<file path="src/hdl/mem_pkg.sv">
`default_nettype none

package mem_pkg;

	// word address as seen by a client
	localparam int ADDR_W = 16;
	localparam int DATA_W = 16;

	// word address inside one bank
	localparam int BANK_ADDR_W = 14;

	// top two address bits pick the bank
	localparam int NUM_BANKS = 4;
	localparam int NUM_CLIENTS = 4;

	// priority order with the highest first
	// also the bit index into hit and grant vectors
	typedef enum logic [1:0] {
		CL_SPRITE = 2'd0,
		CL_BG     = 2'd1,
		CL_FLASH  = 2'd2,
		CL_CPU    = 2'd3
	} client_e;

	// per-bank arbiter state, one grant state per client
	typedef enum logic [2:0] {
		ST_IDLE      = 3'd0,
		ST_GRANT_SP  = 3'd1,
		ST_GRANT_BG  = 3'd2,
		ST_GRANT_FL  = 3'd3,
		ST_GRANT_CPU = 3'd4
	} bank_state_e;

endpackage

`default_nettype wire

</file>
<file path="src/hdl/bank_arbiter.sv">
`timescale 1ns/1ps
`default_nettype none

module bank_arbiter (
	input  wire                             CLK,
	input  wire                             RSTb,
	input  wire  [mem_pkg::NUM_CLIENTS-1:0] hit,
	input  wire  [mem_pkg::ADDR_W-1:0]      sp_addr,
	input  wire  [mem_pkg::ADDR_W-1:0]      bg_addr,
	input  wire  [mem_pkg::ADDR_W-1:0]      fl_addr,
	input  wire  [mem_pkg::ADDR_W-1:0]      cpu_addr,
	input  wire  [mem_pkg::DATA_W-1:0]      fl_wdata,
	input  wire  [mem_pkg::DATA_W-1:0]      cpu_wdata,
	input  wire                             cpu_wr,
	output logic [mem_pkg::BANK_ADDR_W-1:0] ram_addr,
	output logic [mem_pkg::DATA_W-1:0]      ram_din,
	output logic                            ram_wr,
	output logic [mem_pkg::NUM_CLIENTS-1:0] grant
);

	mem_pkg::bank_state_e state;
	mem_pkg::bank_state_e state_next;

	// client that owns the RAM port this cycle
	mem_pkg::client_e sel;
	// sel is really requesting (new pick or hit still held)
	logic active;
	logic [mem_pkg::ADDR_W-1:0] sel_addr;

	always_comb begin
		sel = mem_pkg::CL_SPRITE;
		active = 1'b0;
		case (state)
			mem_pkg::ST_IDLE: begin
				active = |hit;
				// fixed priority pick
				if (hit[mem_pkg::CL_SPRITE]) begin
					sel = mem_pkg::CL_SPRITE;
				end else if (hit[mem_pkg::CL_BG]) begin
					sel = mem_pkg::CL_BG;
				end else if (hit[mem_pkg::CL_FLASH]) begin
					sel = mem_pkg::CL_FLASH;
				end else if (hit[mem_pkg::CL_CPU]) begin
					sel = mem_pkg::CL_CPU;
				end
			end
			mem_pkg::ST_GRANT_SP: begin
				sel = mem_pkg::CL_SPRITE;
				active = hit[mem_pkg::CL_SPRITE];
			end
			mem_pkg::ST_GRANT_BG: begin
				sel = mem_pkg::CL_BG;
				active = hit[mem_pkg::CL_BG];
			end
			mem_pkg::ST_GRANT_FL: begin
				sel = mem_pkg::CL_FLASH;
				active = hit[mem_pkg::CL_FLASH];
			end
			mem_pkg::ST_GRANT_CPU: begin
				sel = mem_pkg::CL_CPU;
				active = hit[mem_pkg::CL_CPU];
			end
			default: begin
				sel = mem_pkg::CL_SPRITE;
				active = 1'b0;
			end
		endcase
	end

	// RAM port follows the selected client
	always_comb begin
		case (sel)
			mem_pkg::CL_SPRITE: sel_addr = sp_addr;
			mem_pkg::CL_BG:     sel_addr = bg_addr;
			mem_pkg::CL_FLASH:  sel_addr = fl_addr;
			default:            sel_addr = cpu_addr;
		endcase
	end

	assign ram_addr = sel_addr[mem_pkg::BANK_ADDR_W-1:0];
	assign ram_din = (sel == mem_pkg::CL_CPU) ? cpu_wdata : fl_wdata;

	// flash always writes, cpu on cpu_wr, fetchers never
	// wr drops in the cycle the hit falls
	always_comb begin
		case (sel)
			mem_pkg::CL_FLASH: ram_wr = active;
			mem_pkg::CL_CPU:   ram_wr = active & cpu_wr;
			default:           ram_wr = 1'b0;
		endcase
	end

	always_comb begin
		state_next = state;
		case (state)
			mem_pkg::ST_IDLE: begin
				if (active) begin
					case (sel)
						mem_pkg::CL_SPRITE: state_next = mem_pkg::ST_GRANT_SP;
						mem_pkg::CL_BG:     state_next = mem_pkg::ST_GRANT_BG;
						mem_pkg::CL_FLASH:  state_next = mem_pkg::ST_GRANT_FL;
						default:            state_next = mem_pkg::ST_GRANT_CPU;
					endcase
				end
			end
			mem_pkg::ST_GRANT_SP,
			mem_pkg::ST_GRANT_BG,
			mem_pkg::ST_GRANT_FL,
			mem_pkg::ST_GRANT_CPU: begin
				// client released req
				if (!active) begin
					state_next = mem_pkg::ST_IDLE;
				end
			end
			default: state_next = mem_pkg::ST_IDLE;
		endcase
	end

	always_ff @(posedge CLK) begin
		if (!RSTb) begin
			state <= mem_pkg::ST_IDLE;
		end else begin
			state <= state_next;
		end
	end

	// grant straight from state, so ack trails req by one cycle
	always_comb begin
		grant = '0;
		case (state)
			mem_pkg::ST_GRANT_SP:  grant[mem_pkg::CL_SPRITE] = 1'b1;
			mem_pkg::ST_GRANT_BG:  grant[mem_pkg::CL_BG] = 1'b1;
			mem_pkg::ST_GRANT_FL:  grant[mem_pkg::CL_FLASH] = 1'b1;
			mem_pkg::ST_GRANT_CPU: grant[mem_pkg::CL_CPU] = 1'b1;
			default:               grant = '0;
		endcase
	end

endmodule

`default_nettype wire

</file>
<file path="src/hdl/memory_arbiter.sv">
`timescale 1ns/1ps
`default_nettype none

module memory_arbiter (
	input  wire                             CLK,
	input  wire                             RSTb,

	input  wire                             sp_req,
	input  wire  [mem_pkg::ADDR_W-1:0]      sp_addr,
	output logic [mem_pkg::DATA_W-1:0]      sp_rdata,
	output logic                            sp_ack,

	input  wire                             bg_req,
	input  wire  [mem_pkg::ADDR_W-1:0]      bg_addr,
	output logic [mem_pkg::DATA_W-1:0]      bg_rdata,
	output logic                            bg_ack,

	input  wire                             fl_req,
	input  wire  [mem_pkg::ADDR_W-1:0]      fl_addr,
	input  wire  [mem_pkg::DATA_W-1:0]      fl_wdata,
	output logic                            fl_ack,

	input  wire                             cpu_req,
	input  wire                             cpu_wr,
	input  wire  [mem_pkg::ADDR_W-1:0]      cpu_addr,
	input  wire  [mem_pkg::DATA_W-1:0]      cpu_wdata,
	output logic [mem_pkg::DATA_W-1:0]      cpu_rdata,
	output logic                            cpu_ack,

	output logic [mem_pkg::BANK_ADDR_W-1:0] b1_addr,
	output logic [mem_pkg::DATA_W-1:0]      b1_din,
	output logic                            b1_wr,
	input  wire  [mem_pkg::DATA_W-1:0]      b1_dout,

	output logic [mem_pkg::BANK_ADDR_W-1:0] b2_addr,
	output logic [mem_pkg::DATA_W-1:0]      b2_din,
	output logic                            b2_wr,
	input  wire  [mem_pkg::DATA_W-1:0]      b2_dout,

	output logic [mem_pkg::BANK_ADDR_W-1:0] b3_addr,
	output logic [mem_pkg::DATA_W-1:0]      b3_din,
	output logic                            b3_wr,
	input  wire  [mem_pkg::DATA_W-1:0]      b3_dout,

	output logic [mem_pkg::BANK_ADDR_W-1:0] b4_addr,
	output logic [mem_pkg::DATA_W-1:0]      b4_din,
	output logic                            b4_wr,
	input  wire  [mem_pkg::DATA_W-1:0]      b4_dout
);

	localparam logic [mem_pkg::NUM_BANKS-1:0] ONE = {{(mem_pkg::NUM_BANKS-1){1'b0}}, 1'b1};

	// one-hot bank of each client from addr[15:14]
	logic [mem_pkg::NUM_BANKS-1:0] sp_bank;
	logic [mem_pkg::NUM_BANKS-1:0] bg_bank;
	logic [mem_pkg::NUM_BANKS-1:0] fl_bank;
	logic [mem_pkg::NUM_BANKS-1:0] cpu_bank;

	logic [mem_pkg::NUM_CLIENTS-1:0] hit [mem_pkg::NUM_BANKS];
	logic [mem_pkg::NUM_CLIENTS-1:0] grant [mem_pkg::NUM_BANKS];
	logic [mem_pkg::BANK_ADDR_W-1:0] bank_addr [mem_pkg::NUM_BANKS];
	logic [mem_pkg::DATA_W-1:0] bank_din [mem_pkg::NUM_BANKS];
	logic bank_wr [mem_pkg::NUM_BANKS];
	logic [mem_pkg::DATA_W-1:0] bank_dout [mem_pkg::NUM_BANKS];

	assign sp_bank = ONE << sp_addr[mem_pkg::ADDR_W-1:mem_pkg::BANK_ADDR_W];
	assign bg_bank = ONE << bg_addr[mem_pkg::ADDR_W-1:mem_pkg::BANK_ADDR_W];
	assign fl_bank = ONE << fl_addr[mem_pkg::ADDR_W-1:mem_pkg::BANK_ADDR_W];
	assign cpu_bank = ONE << cpu_addr[mem_pkg::ADDR_W-1:mem_pkg::BANK_ADDR_W];

	for (genvar g = 0; g < mem_pkg::NUM_BANKS; g++) begin : g_bank
		assign hit[g][mem_pkg::CL_SPRITE] = sp_req & sp_bank[g];
		assign hit[g][mem_pkg::CL_BG] = bg_req & bg_bank[g];
		assign hit[g][mem_pkg::CL_FLASH] = fl_req & fl_bank[g];
		assign hit[g][mem_pkg::CL_CPU] = cpu_req & cpu_bank[g];

		bank_arbiter bank_arbiter_inst (
			.CLK       (CLK),
			.RSTb      (RSTb),
			.hit       (hit[g]),
			.sp_addr   (sp_addr),
			.bg_addr   (bg_addr),
			.fl_addr   (fl_addr),
			.cpu_addr  (cpu_addr),
			.fl_wdata  (fl_wdata),
			.cpu_wdata (cpu_wdata),
			.cpu_wr    (cpu_wr),
			.ram_addr  (bank_addr[g]),
			.ram_din   (bank_din[g]),
			.ram_wr    (bank_wr[g]),
			.grant     (grant[g])
		);
	end

	assign b1_addr = bank_addr[0];
	assign b1_din = bank_din[0];
	assign b1_wr = bank_wr[0];
	assign b2_addr = bank_addr[1];
	assign b2_din = bank_din[1];
	assign b2_wr = bank_wr[1];
	assign b3_addr = bank_addr[2];
	assign b3_din = bank_din[2];
	assign b3_wr = bank_wr[2];
	assign b4_addr = bank_addr[3];
	assign b4_din = bank_din[3];
	assign b4_wr = bank_wr[3];

	assign bank_dout[0] = b1_dout;
	assign bank_dout[1] = b2_dout;
	assign bank_dout[2] = b3_dout;
	assign bank_dout[3] = b4_dout;

	// at most one bank grants a client, so OR works as the mux
	// and leaves zero when nothing is granted
	always_comb begin
		sp_ack = 1'b0;
		bg_ack = 1'b0;
		fl_ack = 1'b0;
		cpu_ack = 1'b0;
		sp_rdata = '0;
		bg_rdata = '0;
		cpu_rdata = '0;
		for (int b = 0; b < mem_pkg::NUM_BANKS; b++) begin
			sp_ack = sp_ack | grant[b][mem_pkg::CL_SPRITE];
			bg_ack = bg_ack | grant[b][mem_pkg::CL_BG];
			fl_ack = fl_ack | grant[b][mem_pkg::CL_FLASH];
			cpu_ack = cpu_ack | grant[b][mem_pkg::CL_CPU];
			sp_rdata = sp_rdata | (grant[b][mem_pkg::CL_SPRITE] ? bank_dout[b] : '0);
			bg_rdata = bg_rdata | (grant[b][mem_pkg::CL_BG] ? bank_dout[b] : '0);
			cpu_rdata = cpu_rdata | (grant[b][mem_pkg::CL_CPU] ? bank_dout[b] : '0);
		end
	end

endmodule

`default_nettype wire

</file>
<file path="config.mk">
export PLATFORM = sky130hd
export DESIGN_NAME = memory_arbiter
export DESIGN_NICKNAME = d
export VERILOG_FILES = /design/src/hdl/mem_pkg.sv /design/src/hdl/bank_arbiter.sv /design/src/hdl/memory_arbiter.sv
export SDC_FILE = /design/constraint.sdc
export NUM_CORES = 1
export LEC_CHECK = 0
export ABC_AREA = 0
export BUFFER_PORTS_ARGS = -buffer_cell sky130_fd_sc_hd__buf_2
export CAP_MARGIN = 30
export CORE_AREA = 2 2 134 136
export CTS_BUF_LIST = sky130_fd_sc_hd__clkbuf_8
export CTS_CLUSTER_SIZE = 24
export DETAILED_ROUTE_END_ITERATION = 10
export DIE_AREA = 0 0 136 138
export PLACE_DENSITY = 0.63
export REMOVE_ABC_BUFFERS = 1
export SYNTH_ARGS = -nofsm -noshare
export SYNTH_HDL_FRONTEND = slang
export SYNTH_SLANG_ARGS = --single-unit
</file>
<file path="constraint.sdc">
create_clock -name CLK -period 5.8 [get_ports CLK]
set_clock_uncertainty 0.15 [all_clocks]
set_input_delay 0.58 -clock CLK [delete_from_list [all_inputs] [get_ports CLK]]
set_output_delay 0.58 -clock CLK [all_outputs]
set_load 0.1 [all_outputs]
</file>
== Word level (Yosys, flattened, before mapping) ==
Index checks and enable logic that the tools add are counted.
Word-level totals
  flip-flop bits (word level): 12
  input bits: 167
  word-level logic and storage cells: 185
Cells by class
  equality and inequality tests: 36
  shift operators: 4
  multiplexer cells: 80
  bitwise operators: 41
  reductions and logical operators: 20
Operator list (count)
  $mux W16: 16
  $pmux W14 S3: 4
  $or A16 B16 Y16: 9
  $pmux W3 S3: 4
  $mux W2: 16
  $pmux W2 S4: 4
  $reduce_or A4 Y1: 8
  $eq A3 B2 Y1 const B: 8
  $mux W3: 8
  $pmux W3 S2: 4
  $and A1 B1 Y1: 20
  $pmux W1 S5: 4
  $eq A2 B2 Y1 const B: 8
  $mux W1: 16
  $shl A1 B2 Y4 const A: 4
  $eq A3 B1 Y1 const B: 4
  $eq A3 B3 Y1 const B: 4
  $logic_not A3 Y1: 4
  $or A1 B1 Y1: 12
  $eq A2 B1 Y1 const B: 4
  $logic_not A2 Y1: 4
  $ne A2 B1 Y1 const B: 4
  $ne A2 B2 Y1 const B: 4
  $pmux W1 S2: 4
  $reduce_and A2 Y1: 4

== Depth between registers and ports, before layout ==
  depth in word-level cells: 11
  gate-level depth with buffers: 9
  gate-level depth less buffers: 7

== By module ==
Synthesis repeated with hierarchy kept, for this count alone.
Second synthesis, totals
  cell total of the unflattened synthesis: 640
  area total of the unflattened synthesis: 4834.6 sq um
Modules (own cells, without submodules)
  bank_arbiter at g_bank[0].bank_arbiter_inst ...: times used 2, cells an instance 110, area an instance 908.4 sq um, sequential area each 60.1 sq um
  bank_arbiter at g_bank[2].bank_arbiter_inst ...: times used 2, cells an instance 114, area an instance 908.4 sq um, sequential area each 60.1 sq um
  memory_arbiter: times used 1, cells an instance 192, area an instance 1201.2 sq um, sequential area each 0.0 sq um

== Worst setup path after synthesis ==
Ideal clock, no wire load.
  path type: in2out
  start point: in sp_req
  end point: out b2_wr
  arrival: 4.257 ns
  data required time: 5.070 ns
  setup slack: 0.813 ns
  stages on the path: 9
  buffers on the path: 2
  cell sequence: and3b_1 > a211oi_1 > nor2_1 > o31ai_1 > ha_1 > buf_2 > buf_2 > a21oi_1 > a221oi_1
On the way
  word-level cells in the longest chain between the ends: 5
  elaborated cells on any way between the ends: 9
Ends and longest elaborated chain
  start: declaration: RTL line memory_arbiter.sv:8  | input wire sp_req,
  $and A1 B1 Y1 (*): RTL line memory_arbiter.sv:72  | assign hit[g][mem_pkg::CL_SPRITE] = sp_req & sp_bank[g];
  $reduce_or A4 Y1 or $mux W2 (tied branches): RTL line bank_arbiter.sv:35, bank_arbiter.sv:37
  $pmux W1 S5 or $pmux W2 S4 (tied branches): RTL line bank_arbiter.sv:33  | case (state)
  $and A1 B1 Y1 or $eq A2 B2 Y1 (tied branches): RTL line bank_arbiter.sv:88, bank_arbiter.sv:86
  $pmux W1 S2 (*): RTL line bank_arbiter.sv:86  | case (sel)
  end: declaration: RTL line memory_arbiter.sv:37  | output logic b2_wr,
Every way passes the cells marked *; elsewhere a longest branch is shown, timed or not.

== Final worst setup path ==
  start point: in fl_addr[15] (netlist bit)
  end point: out b2_addr[13] (netlist bit)
On the way
  word-level cells in the longest chain between the ends: 8
  elaborated cells on any way between the ends: 10
Ends and longest elaborated chain
  start: declaration: RTL line memory_arbiter.sv:19  | input wire [mem_pkg::ADDR_W-1:0] fl_addr,
  $shl A1 B2 Y4 (*): RTL line memory_arbiter.sv:68  | assign fl_bank = ONE << fl_addr[mem_pkg::ADDR_W-1:mem_pkg::BANK_ADDR_W];
  $and A1 B1 Y1 (*): RTL line memory_arbiter.sv:74  | assign hit[g][mem_pkg::CL_FLASH] = fl_req & fl_bank[g];
  $mux W2 (*): RTL line bank_arbiter.sv:41  | end else if (hit[mem_pkg::CL_FLASH]) begin
  $mux W2 (*): RTL line bank_arbiter.sv:39  | end else if (hit[mem_pkg::CL_BG]) begin
  $mux W2 (*): RTL line bank_arbiter.sv:37  | if (hit[mem_pkg::CL_SPRITE]) begin
  $pmux W2 S4 (*): RTL line bank_arbiter.sv:33
  $eq A2 B2 Y1, or another cell as far along: RTL line bank_arbiter.sv:72  | case (sel)
  $pmux W14 S3 (*): RTL line bank_arbiter.sv:72
  end: declaration: RTL line memory_arbiter.sv:35  | output logic [mem_pkg::BANK_ADDR_W-1:0] b2_addr,
Marked as above.

==> out/qor.csv <==
stage,metric,value,unit
cts,H-tree depth,1,
pwr,VDD IR max,0.253,mV
sta,Final min period,4.32,ns
cts,Skew-Pair Late Insertion Delay,0.24,ns
detailed_routing,Post-route DRC,0,
sta,# setup viols final,0,
floorplan,Ports,343,
logic_synthesis,synthesis warning total,0,
worst_setup_path,Most Frequent Cell on Critical Path,buf_2,
worst_setup_path,CP Launch Type,primary input,
detailed_routing,Vias/cell,5.89,
logic_synthesis,Synth area leader,mux2_2,
placed_design,IO Port Bufs,342,
finish,layout cells sized above 1,52.1,%
worst_setup_path,crit path cell chain,buf_2 -> nand3b_1 -> a211oi_1 -> nor2_1 -> o31ai_1 -> ha_1 -> inv_2 -> mux2i_1 -> buf_2,
logic_synthesis,post-synth top area share,15.9,%
logic_synthesis,Synth top cells by count,"a22oi_1, mux2_2, a222oi_1, mux2i_1, nand2_1",
floorplan,Die Span X,136,um
pwr,power per cell area,306,mW/mm^2
worst_setup_path,crit path max-delay cell type,ha_1,
cts,Resized Gates After CTS,0,
cts,Post-CTS Setup Inserts,0,
placed_design,HPWL Detailed,17.1,mm
cts,CTS tree,done,
worst_setup_path,Setup Crit Path Kind,in2out,
cts,CTS Buffer Depth,2,
finish,fin area,0.00644,mm^2
sta,Worst-Margin Slew,0.928,ns
finish,Top reg by flops,g_bank.bank_arbiter_inst.state,
logic_synthesis,mean area per synthesized cell,8.33,um^2
logic_synthesis,Synth Register Bits,12,
worst_setup_path,element type at the critical path end,output pin,
floorplan,number of cell rows,49,
cts,Clock Pin Slew Worst Setup and Hold Paths,0.06,ns
detailed_routing,detailed-route via count,6359,
floorplan,Die ar.,0.0188,mm^2
logic_synthesis,sequential area share after synthesis,5.30,%
pwr,overall power,1.97,mW
cts,Num CTS Buffers,3,
cts,CTS sink cnt,12,
detailed_routing,number of DRC markers in iteration 0,738,
detailed_routing,DRT Pass-1 Iters,7,
detailed_routing,post-route antenna net violation count,0,
worst_setup_path,WP buf/inv,3,
placed_design,routability congestion estimate from global placement,0.831,
logic_synthesis,number of distinct library cells after synthesis,54,
finish,Largest register FFs,12,
grt,Tot GR Track Use,21.3,%
logic_synthesis,synthesized instance count,544,
sta,Fin Setup TNS,0,ns
sta,RSZ-0062 raised after global routing,no,
detailed_routing,drt wl/cell,20.3,um
sta,final hold vios,0,
worst_setup_path,Critical Path AT,3.59,ns
sta,final number of max-transition violations,0,
cts,# hold bufs at CTS,0,
detailed_routing,drt total wl,22.0,mm
worst_setup_path,crit path max fanout,18,
floorplan,Die Height,138,um
worst_setup_path,Max stage delay on crit path,0.76,ns
grt,initial antenna violation count,1,
logic_synthesis,"Async S/R FF share, synth",0,%
placed_design,DP Area,0.00636,mm^2
min_path,Hold Path Class,reg2reg,
floorplan,Core Footprint,0.0175,mm^2
logic_synthesis,Netlist Area Pre-Place,0.00453,mm^2
logic_synthesis,"EDFF count, synth",0,
job,Max-cap violations,0,
worst_setup_path,crit-path leading delay family,buffers and inverters,
grt,global route overflow,0,
sta,post-route clock period utilization,74.4,%
finish,area grow syn2layout,42.2,%
sta,Max Clk Rate,0.232,GHz
finish,fin nets,1033,
logic_synthesis,main area contributors after synthesis,"mux2_2, a222oi_1, mux2i_1",
logic_synthesis,"Top FF cell, synth",dfxtp_1,
sta,slew margin rel.,38.1,%
finish,biggest regs,g_bank.bank_arbiter_inst.state: 12 flops,
floorplan,Starting Density,25.8,%
pwr,Lkg Pwr,3.13,nW
grt,first-pass GRT wire length,32.4,mm
grt,number of global-route vias before repair,5958,
cts,Root Buffer,clkbuf_8,
status,status,finished clean,
worst_setup_path,required time of the critical path,5.07,ns
grt,largest net degree at the start of global routing,33,
## per-stage QoR
stage | util [%] | std cells | worst slack, ns | hold WS, ns
after floorplan | - | 493 | 0.332 | 0.372
after global placement | 36.3 | 1073 | 1.57 | 0.421
after detailed placement | 36.3 | 1073 | 1.45 | 0.423
after CTS | 36.6 | 1077 | 1.44 | 0.430
after global routing | 36.7 | 1079 | 1.17 | 0.468
final | 36.7 | 1080 | 1.48 | 0.438
## tightest hold or removal path, stage by stage, from the launching register on
cell,delay [ns]
dfxtp_1,0.38
nand2_1,0.09
o22ai_1,0.07
## where the power goes
part | total, mW | switching, mW | leakage (nW) | internal, mW
Sequential | 0.0999 | 0.0131 | 0.0975 | 0.0869
Combinational | 1.78 | 1.46 | 3.00 | 0.314
Clock | 0.0919 | 0.0319 | 0.0288 | 0.0600
## kinds of logic (layout without fill, tap and decap cells)
| kind of cell | Yosys count | in the layout | synth area share (%) |
|---|---|---|---|
| flip-flops | 12 | 12 | 5.30 |
| AND/OR/NAND/NOR | 117 | 117 | 16.1 |
| other | 0 | 2 | 0 |
| adder cells (fa/ha/maj) | 16 | 16 | 4.42 |
| buffers and inverters | 70 | 375 | 6.99 |
| multiplexers | 120 | 120 | 28.3 |
| AO/OA/AOI/OAI | 209 | 209 | 38.9 |
## placed cells by master, fill, tap and decap left out, types with 5 or more instances in the layout
| cell | count |
|---|---|
| buf_2 | 342 |
| mux2_2 | 64 |
| a22oi_1 | 64 |
| a222oi_1 | 56 |
| mux2i_1 | 56 |
| nand2_1 | 50 |
| inv_1 | 18 |
| a22o_1 | 17 |
| a221o_1 | 16 |
| ha_1 | 13 |
| nand3b_1 | 12 |
| dfxtp_1 | 12 |
| a211oi_1 | 11 |
| o21ai_0 | 9 |
| buf_4 | 9 |
| nor3b_2 | 8 |
| nor2b_1 | 6 |
| nand3_1 | 5 |
| a21oi_1 | 5 |
## layout make-up
type / count / area, um^2
inverters: 19 / 71.3
diodes: 2 / 5.00
fillers: 1849 / 11100
well taps: 229 / 287
repair buffers: 352 / 1800
multi-input cells: 462 / 3990
clock buffers: 4 / 55.1
flip-flops and latches: 12 / 240
## routing by layer
layer,share of wire [%],global-route usage [%]
met3,9.2,3.26
met4,3.0,8.99
met2,49,38.5
met1,39,24.6
met5,0,0
## path summary, 6_finish.rpt
kind,start,endpoint,slack (ns),cells after the start
setup / recovery,fl_addr[15],b2_addr[13],1.48,9
hold / removal,g_bank[1].bank_arbiter_inst.state[0]$_SDFFE_PN0P_,g_bank[1].bank_arbiter_inst.state[0]$_SDFFE_PN0P_,0.44,2
setup reg to reg,g_bank[1].bank_arbiter_inst.state[0]$_SDFFE_PN0P_,g_bank[1].bank_arbiter_inst.state[2]$_SDFFE_PN0P_,2.92,6
hold reg to reg,g_bank[1].bank_arbiter_inst.state[0]$_SDFFE_PN0P_,g_bank[1].bank_arbiter_inst.state[0]$_SDFFE_PN0P_,0.44,2
No activity file was read; power rests on OpenSTA's default activity.
